<file path="config.mk">
export PLATFORM = sky130hd
export DESIGN_NAME = mcuLogic
export DESIGN_NICKNAME = d
export VERILOG_FILES = /design/src/mcuPkg.sv /design/src/controlRegisters.sv /design/src/linkReceiver.sv /design/src/coincidenceUnit.sv /design/src/linkTransmitter.sv /design/src/mcuLogic.sv
export VERILOG_INCLUDE_DIRS = /design/src
export SDC_FILE = /design/constraint.sdc
export NUM_CORES = 1
export LEC_CHECK = 0
export BUFFER_PORTS_ARGS = -buffer_cell sky130_fd_sc_hd__buf_2
export CAP_MARGIN = 20
export CORE_MARGIN = 4
export CORE_UTILIZATION = 40
export DETAILED_ROUTE_END_ITERATION = 12
export HOLD_SLACK_MARGIN = 0.02
export PLACE_DENSITY = 0.59
export SLEW_MARGIN = 5
export SYNTH_ARGS = -nofsm -noshare
export SYNTH_HDL_FRONTEND = slang
export SYNTH_SLANG_ARGS = --single-unit
</file>
<file path="constraint.sdc">
create_clock -name clk -period 7.98 [get_ports clk]
set_clock_uncertainty 0.2 [all_clocks]
set_input_delay 1.596 -clock clk [delete_from_list [all_inputs] [get_ports clk]]
set_output_delay 1.596 -clock clk [all_outputs]
set_load 0.05 [all_outputs]
</file>
<file path="src/mcu_macros.svh">
// MCU register map and link codes
`ifndef MCU_MACROS_SVH
`define MCU_MACROS_SVH

// register bus addresses
`define MCU_ADDR_ID        16'h0000
`define MCU_ADDR_SCRATCH   16'h0001
`define MCU_ADDR_SPWORD    16'h0002
`define MCU_ADDR_TESTPATT  16'h0003
`define MCU_ADDR_TESTEN    16'h0004
`define MCU_ADDR_BADIDLE_A 16'h0010
`define MCU_ADDR_BADIDLE_B 16'h0011

`define MCU_ID_VALUE       16'h1234 // fixed board identifier

// incoming word layout
`define MCU_TRIG_BIT       7
`define MCU_IDLE_MASK      8'b11001100 // bits 3:2 carry the idle phase
`define MCU_IDLE0          8'b01000000
`define MCU_IDLE1          8'b01000100
`define MCU_IDLE2          8'b01001000
`define MCU_IDLE3          8'b01001100

// outgoing 4-bit codes
`define MCU_K_IDLE0        4'b0111 // idle rotation, one zero walks right
`define MCU_K_IDLE1        4'b1011
`define MCU_K_IDLE2        4'b1101
`define MCU_K_IDLE3        4'b1110
`define MCU_K_NCOIN        4'b1001 // reject, no partner found
`define MCU_K_PCOIN        4'b0011 // accept, prompt coincidence
`define MCU_K_SPECL        4'b1100 // leads a special word

`endif

</file>
<file path="src/mcuPkg.sv">
// MCU shared types
package mcuPkg;

   // one word received from a front-end cable
   // bit 7 marks a trigger, otherwise the word is an idle
   typedef logic [7:0] linkWordT;

   // one code sent back to the front-end board
   typedef logic [3:0] txCodeT;

   // register bus
   typedef logic [15:0] regAddrT;
   typedef logic [15:0] regDataT;

   // bad-idle counter and the idle sequence count carried by idle words
   typedef logic [15:0] idleCountT;

   // transmitter states
   typedef enum logic [3:0] {
      IDLE0, // idle rotation
      IDLE1,
      IDLE2,
      IDLE3,
      NCOIN, // reject code
      PCOIN, // accept code
      SPECL, // special word lead-in
      SPEC1, // nibble 15:12
      SPEC2, // nibble 11:8
      SPEC3, // nibble 7:4
      SPEC4  // nibble 3:0
   } txStateT;

endpackage

</file>
<file path="src/controlRegisters.sv">
// Control register block
`include "mcu_macros.svh"

module controlRegisters (
   input  logic              clk,
   input  logic              rst,
   input  logic              busReq,     // four-phase request from host
   input  logic              busWrite,   // 1 = write, 0 = read
   input  mcuPkg::regAddrT   busAddr,
   input  mcuPkg::regDataT   busWrData,
   output logic              busAck,
   output mcuPkg::regDataT   busRdData,  // valid while busAck is high
   input  mcuPkg::idleCountT badIdleA,
   input  mcuPkg::idleCountT badIdleB,
   output mcuPkg::regDataT   specialWord,
   output logic              sendSpecial, // one cycle per special write
   output mcuPkg::txCodeT    testPattern,
   output logic              testEnableA,
   output logic              testEnableB
);

   logic            reqPrev;  // busReq one cycle ago
   logic            start;    // rising edge of busReq, no handshake open
   mcuPkg::regDataT scratch;
   mcuPkg::regDataT readMux;

   // new access only on a fresh request and with the previous ack gone
   assign start = busReq && !reqPrev && !busAck;

   // read data selection
   always_comb begin
      case (busAddr)
         `MCU_ADDR_ID:        readMux = `MCU_ID_VALUE;
         `MCU_ADDR_SCRATCH:   readMux = scratch;
         `MCU_ADDR_SPWORD:    readMux = specialWord;
         `MCU_ADDR_TESTPATT:  readMux = {12'd0, testPattern};
         `MCU_ADDR_TESTEN:    readMux = {14'd0, testEnableB, testEnableA};
         `MCU_ADDR_BADIDLE_A: readMux = badIdleA;
         `MCU_ADDR_BADIDLE_B: readMux = badIdleB;
         default:             readMux = '0; // unmapped
      endcase
   end

   always_ff @(posedge clk) begin
      if (rst) begin
         reqPrev     <= 1'b0;
         busAck      <= 1'b0;
         sendSpecial <= 1'b0;
         scratch     <= '0;
         specialWord <= '0;
         testPattern <= '0;
         testEnableA <= 1'b0;
         testEnableB <= 1'b0;
      end else begin
         reqPrev <= busReq;
         if (start) begin
            busAck <= 1'b1;             // ack on the edge after req rises
         end else if (!busReq) begin
            busAck <= 1'b0;             // drop once the host lets go
         end
         // pulse rises together with busAck
         sendSpecial <= start && busWrite && (busAddr == `MCU_ADDR_SPWORD);
         if (start && busWrite) begin
            case (busAddr)
               `MCU_ADDR_SCRATCH:  scratch     <= busWrData;
               `MCU_ADDR_SPWORD:   specialWord <= busWrData;
               `MCU_ADDR_TESTPATT: testPattern <= busWrData[3:0];
               `MCU_ADDR_TESTEN: begin
                  testEnableA <= busWrData[0];
                  testEnableB <= busWrData[1];
               end
               default: ;                // read-only and unmapped ignore writes
            endcase
         end
      end
   end

   // read data held from the accepting edge until the next access
   always_ff @(posedge clk) begin
      if (start) begin
         busRdData <= readMux;
      end
   end

endmodule

</file>
<file path="src/linkReceiver.sv">
// Cable link receiver
`include "mcu_macros.svh"

module linkReceiver (
   input  logic              clk,
   input  logic              rst,
   input  mcuPkg::linkWordT  cableIn,
   output logic              single,       // one-cycle trigger pulse
   output mcuPkg::idleCountT badIdleCount  // wraps, never saturates
);

   mcuPkg::linkWordT  inWord;     // word sampled from the cable
   mcuPkg::linkWordT  prevWord;   // the word before it
   logic              inValid;    // inWord was sampled out of reset
   logic              prevValid;  // prevWord as well
   logic              inIdle;
   logic              prevIdle;
   logic [1:0]        inPhase;
   logic [1:0]        prevPhase;
   mcuPkg::idleCountT assembled;  // nibbles collected from the current set
   mcuPkg::idleCountT fullCount;  // set completed by a phase-3 word
   mcuPkg::idleCountT lastCount;  // count of the previous completed set
   logic              countValid; // a set has completed since reset
   logic              idleBad;    // bad word or broken phase order
   logic              countBad;   // count did not step by one

   // returns {valid idle, phase}
   function automatic logic [2:0] decodeIdle(input mcuPkg::linkWordT w);
      logic [2:0] res;
      res = 3'b000;
      if (!w[`MCU_TRIG_BIT]) begin
         case (w & `MCU_IDLE_MASK)
            `MCU_IDLE0: res = 3'b100;
            `MCU_IDLE1: res = 3'b101;
            `MCU_IDLE2: res = 3'b110;
            `MCU_IDLE3: res = 3'b111;
            default:    res = 3'b000;
         endcase
      end
      return res;
   endfunction

   assign {inIdle, inPhase}     = decodeIdle(inWord);
   assign {prevIdle, prevPhase} = decodeIdle(prevWord);

   // phase 3 holds count bits 15:12
   assign fullCount = {inWord[5:4], inWord[1:0], assembled[11:0]};

   always_comb begin
      idleBad  = 1'b0;
      countBad = 1'b0;
      if (inValid && !inWord[`MCU_TRIG_BIT]) begin
         if (!inIdle) begin
            idleBad = 1'b1;                     // neither trigger nor idle
         end else if (prevValid) begin
            if (inPhase == 2'd0) begin
               // after a trigger a new set may start anywhere
               idleBad = !prevWord[`MCU_TRIG_BIT] &&
                         !(prevIdle && prevPhase == 2'd3);
            end else begin
               idleBad = !(prevIdle && prevPhase == inPhase - 2'd1);
            end
         end
         if (inIdle && inPhase == 2'd3 && countValid) begin
            countBad = (fullCount != mcuPkg::idleCountT'(lastCount + 16'd1));
         end
      end
   end

   // input pipeline and nibble assembly
   always_ff @(posedge clk) begin
      inWord   <= cableIn;
      prevWord <= inWord;
      if (inIdle) begin
         assembled[{inPhase, 2'b00} +: 4] <= {inWord[5:4], inWord[1:0]};
      end
   end

   always_ff @(posedge clk) begin
      if (rst) begin
         inValid      <= 1'b0;
         prevValid    <= 1'b0;
         single       <= 1'b0;
         badIdleCount <= '0;
         lastCount    <= '0;
         countValid   <= 1'b0;
      end else begin
         inValid      <= 1'b1;
         prevValid    <= inValid;
         single       <= inWord[`MCU_TRIG_BIT];  // one cycle after sampling
         badIdleCount <= badIdleCount + mcuPkg::idleCountT'(idleBad)
                                      + mcuPkg::idleCountT'(countBad);
         if (inValid && inIdle && inPhase == 2'd3) begin
            lastCount  <= fullCount;
            countValid <= 1'b1;
         end
      end
   end

endmodule

</file>
<file path="src/coincidenceUnit.sv">
// A/B coincidence unit
module coincidenceUnit (
   input  logic clk,
   input  logic rst,
   input  logic singleA,
   input  logic singleB,
   output logic acceptA,  // partner seen on B within one cycle
   output logic rejectA,  // no partner on B
   output logic acceptB,
   output logic rejectB
);

   // single history, bit 0 newest
   // the middle stage is the one being decided
   // bit 0 of the other side is one cycle later, bit 2 one cycle earlier
   logic [2:0] histA;
   logic [2:0] histB;
   logic       partnerA;  // B has a single near the middle stage of A
   logic       partnerB;

   assign partnerA = |histB;
   assign partnerB = |histA;

   always_ff @(posedge clk) begin
      if (rst) begin
         histA   <= '0;
         histB   <= '0;
         acceptA <= 1'b0;
         rejectA <= 1'b0;
         acceptB <= 1'b0;
         rejectB <= 1'b0;
      end else begin
         histA <= {histA[1:0], singleA};
         histB <= {histB[1:0], singleB};
         // each side answers every single exactly once
         // pulses last one cycle
         acceptA <= histA[1] && partnerA;
         rejectA <= histA[1] && !partnerA;
         acceptB <= histB[1] && partnerB;
         rejectB <= histB[1] && !partnerB;
      end
   end

endmodule

</file>
<file path="src/linkTransmitter.sv">
// Cable link transmitter
`include "mcu_macros.svh"

module linkTransmitter (
   input  logic            clk,
   input  logic            rst,
   input  logic            accept,
   input  logic            reject,
   input  mcuPkg::regDataT specialWord,
   input  logic            sendSpecial,  // starts the special sequence
   input  mcuPkg::txCodeT  testPattern,
   input  logic            testEnable,   // overrides the output only
   output mcuPkg::txCodeT  cableOut
);

   mcuPkg::txStateT state;
   mcuPkg::txStateT nextState;
   mcuPkg::txCodeT  stateCode;  // code belonging to the current state
   logic            canBranch;  // state may leave for coincidence or special

   // special nibbles in flight are never interrupted
   assign canBranch = !(state inside {mcuPkg::SPECL, mcuPkg::SPEC1,
                                      mcuPkg::SPEC2, mcuPkg::SPEC3});

   always_comb begin
      case (state)
         mcuPkg::IDLE0: nextState = mcuPkg::IDLE1;
         mcuPkg::IDLE1: nextState = mcuPkg::IDLE2;
         mcuPkg::IDLE2: nextState = mcuPkg::IDLE3;
         mcuPkg::SPECL: nextState = mcuPkg::SPEC1;
         mcuPkg::SPEC1: nextState = mcuPkg::SPEC2;
         mcuPkg::SPEC2: nextState = mcuPkg::SPEC3;
         mcuPkg::SPEC3: nextState = mcuPkg::SPEC4;
         default:       nextState = mcuPkg::IDLE0; // IDLE3, NCOIN, PCOIN, SPEC4
      endcase
      if (canBranch) begin
         if (accept) begin
            nextState = mcuPkg::PCOIN;  // accept wins over reject
         end else if (reject) begin
            nextState = mcuPkg::NCOIN;
         end
         if (sendSpecial) begin
            nextState = mcuPkg::SPECL;  // highest priority
         end
      end
   end

   always_comb begin
      case (state)
         mcuPkg::IDLE0: stateCode = `MCU_K_IDLE0;
         mcuPkg::IDLE1: stateCode = `MCU_K_IDLE1;
         mcuPkg::IDLE2: stateCode = `MCU_K_IDLE2;
         mcuPkg::IDLE3: stateCode = `MCU_K_IDLE3;
         mcuPkg::NCOIN: stateCode = `MCU_K_NCOIN;
         mcuPkg::PCOIN: stateCode = `MCU_K_PCOIN;
         mcuPkg::SPECL: stateCode = `MCU_K_SPECL;
         mcuPkg::SPEC1: stateCode = specialWord[15:12]; // msb nibble first
         mcuPkg::SPEC2: stateCode = specialWord[11:8];
         mcuPkg::SPEC3: stateCode = specialWord[7:4];
         mcuPkg::SPEC4: stateCode = specialWord[3:0];
         default:       stateCode = `MCU_K_IDLE0;
      endcase
   end

   always_ff @(posedge clk) begin
      if (rst) begin
         state    <= mcuPkg::IDLE0;
         cableOut <= '0;
      end else begin
         state <= nextState;
         // output lags the state by one register
         if (testEnable) begin
            cableOut <= testPattern;  // fixed pattern for link tests
         end else begin
            cableOut <= stateCode;
         end
      end
   end

endmodule

</file>
<file path="src/mcuLogic.sv">
// Master Coincidence Unit top
module mcuLogic (
   input  logic             clk,
   input  logic             rst,
   input  logic             busReq,
   input  logic             busWrite,
   input  mcuPkg::regAddrT  busAddr,
   input  mcuPkg::regDataT  busWrData,
   output logic             busAck,
   output mcuPkg::regDataT  busRdData,
   input  mcuPkg::linkWordT cableAIn,   // words from front-end board A
   input  mcuPkg::linkWordT cableBIn,
   output mcuPkg::txCodeT   cableAOut,  // codes back to board A
   output mcuPkg::txCodeT   cableBOut
);

   logic              singleA;
   logic              singleB;
   mcuPkg::idleCountT badIdleA;
   mcuPkg::idleCountT badIdleB;
   logic              acceptA;
   logic              rejectA;
   logic              acceptB;
   logic              rejectB;
   mcuPkg::regDataT   specialWord;
   logic              sendSpecial;
   mcuPkg::txCodeT    testPattern;
   logic              testEnableA;
   logic              testEnableB;

   controlRegisters regs (
      .clk(clk), .rst(rst),
      .busReq(busReq), .busWrite(busWrite), .busAddr(busAddr),
      .busWrData(busWrData), .busAck(busAck), .busRdData(busRdData),
      .badIdleA(badIdleA), .badIdleB(badIdleB),
      .specialWord(specialWord), .sendSpecial(sendSpecial),
      .testPattern(testPattern),
      .testEnableA(testEnableA), .testEnableB(testEnableB)
   );

   // receivers run side by side
   linkReceiver rxA (
      .clk(clk), .rst(rst), .cableIn(cableAIn),
      .single(singleA), .badIdleCount(badIdleA)
   );

   linkReceiver rxB (
      .clk(clk), .rst(rst), .cableIn(cableBIn),
      .single(singleB), .badIdleCount(badIdleB)
   );

   coincidenceUnit coinc (
      .clk(clk), .rst(rst),
      .singleA(singleA), .singleB(singleB),
      .acceptA(acceptA), .rejectA(rejectA),
      .acceptB(acceptB), .rejectB(rejectB)
   );

   // special word goes out on both cables at once
   linkTransmitter txA (
      .clk(clk), .rst(rst), .accept(acceptA), .reject(rejectA),
      .specialWord(specialWord), .sendSpecial(sendSpecial),
      .testPattern(testPattern), .testEnable(testEnableA),
      .cableOut(cableAOut)
   );

   linkTransmitter txB (
      .clk(clk), .rst(rst), .accept(acceptB), .reject(rejectB),
      .specialWord(specialWord), .sendSpecial(sendSpecial),
      .testPattern(testPattern), .testEnable(testEnableB),
      .cableOut(cableBOut)
   );

endmodule

</file>
Word level (Yosys, flattened, before mapping)
Cells that the tools add are included.
Widths: inputs -> output; s select.
{"block": "op_classes", "add_sub_neg": 10, "n_eq_ne": 51, "n_shift": 4, "mux": 40, "n_reduce_logical": 49}
{"cell": "$pmux 16 s7", "count": 1}
{"cell": "$eq 4x3->1 const B", "count": 24}
{"cell": "$pmux 4 s10", "count": 2}
{"cell": "$add 16x1->16", "count": 4}
{"cell": "$pmux 4 s7", "count": 2}
{"cell": "$pmux 3 s4", "count": 4}
{"cell": "$mux 4", "count": 10}
{"cell": "$add 16x1->16 const B", "count": 2}
{"cell": "$bwmux 16", "count": 2}
{"cell": "$eq 16x2->1 const B", "count": 2}
{"cell": "$eq 16x5->1 const B", "count": 2}
{"cell": "$ne 16x16->1", "count": 2}
{"cell": "$shift 4x6->16 const A", "count": 2}
{"cell": "$shiftx 4x6->16", "count": 2}
{"cell": "$eq 4x4->1 const B", "count": 6}
{"cell": "$logic_and 1x1->1", "count": 24}
{"cell": "$eq 16x1->1 const B", "count": 1}
{"cell": "$eq 16x3->1 const B", "count": 1}
{"cell": "$eq 4x2->1 const B", "count": 4}
{"cell": "$logic_not 16->1", "count": 1}
{"cell": "$mux 1", "count": 15}
{"cell": "$logic_not 1->1", "count": 12}
{"cell": "$mux 3", "count": 4}
{"cell": "$neg 4->6", "count": 2}
{"cell": "10 further kinds", "count": 23}
{"block": "totals", "reg_bits": 217, "in_bits": 52, "output_inout_bits": 25, "wordCells": 189}

Depth between registers and ports, before layout
{"block": "logic_depth", "ltp_word": 13, "mapped_depth": 16, "ltp_nobuf": 16}

Cells and area by module
A second synthesis with hierarchy kept.
{"block": "hier_totals", "cells_unflattened": 1060, "hier_area_um2": 9780.6}
{"module": "linkReceiver (rxB)", "n_inst": 1, "cells_each": 300, "area_per_inst_um2": 2780.2, "seq_area_each_um2": 1321.3}
{"module": "linkReceiver (rxA)", "n_inst": 1, "cells_each": 299, "area_per_inst_um2": 2741.4, "seq_area_each_um2": 1321.3}
{"module": "controlRegisters", "n_inst": 1, "cells_each": 289, "area_per_inst_um2": 2692.6, "seq_area_each_um2": 1301.2}
{"module": "linkTransmitter", "n_inst": 2, "cells_each": 75, "area_per_inst_um2": 643.1, "seq_area_each_um2": 160.2}
{"module": "coincidenceUnit", "n_inst": 1, "cells_each": 22, "area_per_inst_um2": 280.3, "seq_area_each_um2": 200.2}

Worst setup path after synthesis
Ideal clock, no wire load.
{"block": "synth_timing", "kind": "input-to-reg", "startpoint": "in busReq", "endpoint": "reg regs.specialWord[10]", "setup_time_ps": 70, "arrival_time_ps": 4060, "required_ps": 7710, "setup_slack_ps": 3650, "path_stages": 7, "n_path_buf": 3, "cell_sequence": "nor3b_1 > and2_1 > clkbuf_1 > clkbuf_1 > buf_1 > nand3_1 > a21oi_1"}
{"block": "synth_via", "elab_chain_cells": 4}
{"item": "start, declared", "line_no": "mcuLogic.sv:5", "text": "input logic busReq,"}
{"item": "$logic_and 1x1->1 (2 in a row)", "line_no": "controlRegisters.sv:28", "text": "assign start = busReq && !reqPrev && !busAck;"}
{"item": "$logic_and 1x1->1", "line_no": "controlRegisters.sv:63", "text": "if (start && busWrite) begin"}
{"item": "$reduce_and 2->1 (no line)"}
{"item": "end signal, assigned", "line_no": "controlRegisters.sv:66", "text": "`MCU_ADDR_SPWORD: specialWord <= busWrData;"}
{"item": "end, declared", "line_no": "controlRegisters.sv:15", "text": "output mcuPkg::regDataT specialWord,"}
No other way between the ends.
A chain may end at the register's enable or synchronous reset.

Worst setup path after layout
{"block": "layout_timing", "startpoint": "reg rxB.inWord[6]", "endpoint": "reg rxB.badIdleCount[15]"}
{"block": "layout_via", "elab_chain_cells": 13, "elab_cells_between_ends": 22, "cone_classes": "add/sub (3); eq/ne (6); mux (8); reduce/logical (5)"}
{"item": "start, declared", "line_no": "linkReceiver.sv:12", "text": "mcuPkg::linkWordT inWord;"}
{"item": "start signal, assigned", "line_no": "linkReceiver.sv:72", "text": "inWord <= cableIn;"}
{"item": "$eq 4x3->1", "line_no": "linkReceiver.sv:32", "text": "case (w & `MCU_IDLE_MASK)"}
{"item": "$pmux 3 s4 (*)", "line_no": "linkReceiver.sv:32"}
{"item": "$mux 3 (*)", "line_no": "linkReceiver.sv:31", "text": "if (!w[`MCU_TRIG_BIT]) begin"}
{"item": "$sub 2x1->2", "line_no": "linkReceiver.sv:61", "text": "idleBad = !(prevIdle && prevPhase == inPhase - 2'd1);"}
{"item": "$eq 2x2->1", "line_no": "linkReceiver.sv:61"}
{"item": "$logic_and 1x1->1", "line_no": "linkReceiver.sv:61"}
{"item": "$logic_not 1->1", "line_no": "linkReceiver.sv:61"}
{"item": "$mux 1", "line_no": "linkReceiver.sv:56", "text": "if (inPhase == 2'd0) begin"}
{"item": "$mux 1", "line_no": "linkReceiver.sv:55", "text": "end else if (prevValid) begin"}
{"item": "$mux 1", "line_no": "linkReceiver.sv:53", "text": "if (!inIdle) begin"}
{"item": "$mux 1", "line_no": "linkReceiver.sv:52", "text": "if (inValid && !inWord[`MCU_TRIG_BIT]) begin"}
{"item": "$add 16x1->16", "line_no": "linkReceiver.sv:91", "text": "badIdleCount <= badIdleCount + mcuPkg::idleCountT'(idleBad)"}
{"item": "$add 16x1->16 (*)", "line_no": "linkReceiver.sv:92", "text": "+ mcuPkg::idleCountT'(countBad);"}
{"item": "end signal, assigned", "line_no": "linkReceiver.sv:91"}
{"item": "end, declared", "line_no": "linkReceiver.sv:9", "text": "output mcuPkg::idleCountT badIdleCount"}
Mark *: on every way between the ends. The rest lies on a longest branch, timed or not.

==> out/metrics.cfg <==
[timing]
tns_ns=0
fin_crit_sh_pct=54.0
setup_viol=0
worst_slack_ns=3.67
relSlewSlack_pct=45.8
worst_pin_slew_ns=0.814
rsz0062_at_grt=false
timing.final.hold_violations=0
drv_slew=0
fmax_mhz=232
period_needed_ns=4.31

[clock_tree]
postCtsHoldBufs=0
cts.sinks=201
post-cts-setup-buffers=0
path_clk_slew_ns=0.06
cts_buffer_depth=3
cts_resized=0
root_buffer=clkbuf_16
tritoncts=done
worstSkewPairLatency_ns=0.52
cts_max_level=1
numCtsBuffers=23

[synth]
synth_top_family_by_area=simple AND/OR/NAND/NOR gates
synth_edf_count=40
synth_top_area_share_pct=34.7
synth-simple-area-share_pct=24.4
synth_compound_area_share_pct=15.1
synth.yosys.seq_area_share_pct=47.7
ys_top_cells_by_area=dfxtp_1, edfxtp_1, nand2_1
synthMuxAreaShare_pct=1.74
synth_flop_cell=dfxtp_1
netlist_instances=1060
synth.cell_area_um2=9280
ys_types=74
yosysTopAreaCell=dfxtp_1
ys_warn_count=0
avgSynthCellArea_um2=8.76
synth_fa_ha_area_share_pct=2.05
synth-seq-cells=201
synthArstFlopShare_pct=0
syn_nets=1126
synth_xor_area_share_pct=5.47

[power_and_ir_drop]
p_comb_share_pct=6.2
internal_power_w=0.00167
switching_share_pct=24.4
power_frac_clock_pct=44.5
switchingPower_w=0.000537
power_frac_seq_pct=49.3
peakVddDrop_mv=0.126
p_per_area_nw_per_um2=210
p_leak_nw=3.77
fin_total_pwr_w=0.00220

[placement]
dp_slack_ns=3.59
portBuffers=76
hpwl_um=16100
gp_congestion=0.814
dp.cells=1367

[cells_and_area]
regArea_um2=4420
areaGrowthSynthToFinish_pct=13.3
multi_input_area_um2=4530
final_cell_mix=nand2_1, dfxtp_1, a21oi_1, nor2_1, buf_2
fin_nets=1174
drive_gt1_share_pct=11.1
final_cell_count_no_fill=1410
insertedDiodeCount=0
final_common_cell=nand2_1
fillers=2194

[setup_path]
crit_chain=nor2b_1 > nand2_1 > inv_1 > ha_1 > and3_1 > o311ai_1 > fa_1 > nand3b_1 > or3b_2 > nor2_1 > nand3_1 > xor2_1 > nor2_1
cpPeakStageDelay_ns=0.59
cp.arrival_ns=4.49
reg2reg_depth=13
worstSetupStartpointType=flop
timing.rr.start=rxB.inWord[6]
critPathLaunch=rxB.inWord[6]
cpMostUsedCell=nor2_1
critPathKind=flop to flop
r2r_slack_ns=3.67
timing.rr.end=rxB.badIdleCount[15]
critPathMaxFanout=18
slowest_stage=and3_1
end_kind=flop
cp.required_ns=8.16

[global_routing]
grt_pass1_wl_um=37700
antenna_found_initial=0
grt_start_max_net_pins=70
grt_pass1_vias=7318
gr-total-overflow=0
groute.usage.overall_pct=17.5

[floorplan]
dieArea_um2=25700
start_util_pct=40.9
fp.dieW_um=160
num_rows=55
dieHeight_um=160
core-area_um2=22700
io_pins=77

[hold_path]
min_from=rxB.inWord[6]
whs_path_depth=0
holdPathEnd=rxB.prevWord[6]
hp-class=flop to flop

[route]
top_layer=met4
viasPerCell=5.40
drtAntennaViolNets=0
num_vias=7614
met3_length_um=1050
wl_um=23000
drt-pass1-iter-count=5
met1Wirelength_um=10700
wl_met2_um=10700
dr.first_iter.drc_count=611
drcViolationCount=0
avgRoutedWirePerCell_um=16.3

[outcome]
status=finished, final reports clean

[run]
max-cap-violations=0

layer usage:
layer / global-route usage [%] / up-vias
met1: 23.6 / 3584
met4: 4.89 / 0
met5: 0 / -
li1: - / 3810
met3: 2.82 / 47
met2: 29.3 / 173
cell usage after synthesis, types with 14 or more instances:
master and instances:
nand2_1 183, dfxtp_1 161, a21oi_1 101, nor2_1 86, nand3_1 47, clkbuf_1 43
edfxtp_1 40, and2_1 39, o21ai_0 31, xor2_1 31, xnor2_1 27, inv_1 24
a22oi_1 19, nor2b_1 19, nor3_1 18, mux2i_1 15, and3_1 14
area by class of cell:
| type | count | area share (%) |
|---|---|---|
| tap | 285 | 3.39 |
| multi-input combinational | 777 | 43.1 |
| clock inverter | 8 | 0.583 |
| clock buffer | 34 | 6.06 |
| sequential | 201 | 42.1 |
| inverter | 25 | 0.892 |
| timing repair buffer | 80 | 3.93 |
sequential cells by signal, indices dropped and copies added, names as in the netlist, 8 cells and up:
signal / cells
rxB.inWord: 8
rxA.inWord: 8
rxA.lastCount: 16
rxA.assembled: 12
regs.specialWord: 16
regs.busRdData: 16
regs.scratch: 16
rxB.badIdleCount: 16
rxB.lastCount: 16
rxB.assembled: 12
rxA.badIdleCount: 16
cell families after synthesis:
| group | after synthesis |
|---|---|
| AND/OR/NAND/NOR | 468 |
| AO/OA/AOI/OAI | 221 |
| flip-flops | 201 |
| buffers and inverters | 82 |
| XOR/XNOR | 58 |
| multiplexers | 16 |
| adder cells (fa/ha/maj) | 14 |
power groups by stage:
stage	Combinational [W]	Sequential [W]	Clock (W)
detailed placement	0.000137	0.00111	0
CTS	0.000138	0.00109	0.00101
global placement	0.000137	0.00111	0
floorplan	0.0000748	0.00112	0
global route	0.000150	0.00109	0.00105
finish	0.000136	0.00109	0.000981
worst max-delay path by stage:
stage	depth (start not counted)	end
finish	13	rxB.badIdleCount[15]
global route	13	rxB.badIdleCount[15]
CTS	13	rxB.badIdleCount[15]
detailed placement	7	regs.scratch[13]
global placement	7	regs.scratch[12]
floorplan	7	regs.specialWord[10]
critical path, delay by kind of cell (launching register included):
kind            cells  cell delay [ns]
compound gates      1             0.29
xor+xnor            1             0.16
fa+ha+maj           2             0.63
buf+inv             1             0.19
flops               1             0.33
simple gates        8             2.34
through the flow:
stage,cell area (µm²),utilization [%],hold WS [ns]
after floorplan,9280,-,0.131
after global placement,9810,43.2,0.148
after detailed placement,9810,43.2,0.155
after CTS,10500,46.3,0.163
after global routing,10500,46.3,0.169
final,10500,46.3,0.162
Note: power is estimated with default switching activity, not from simulation.
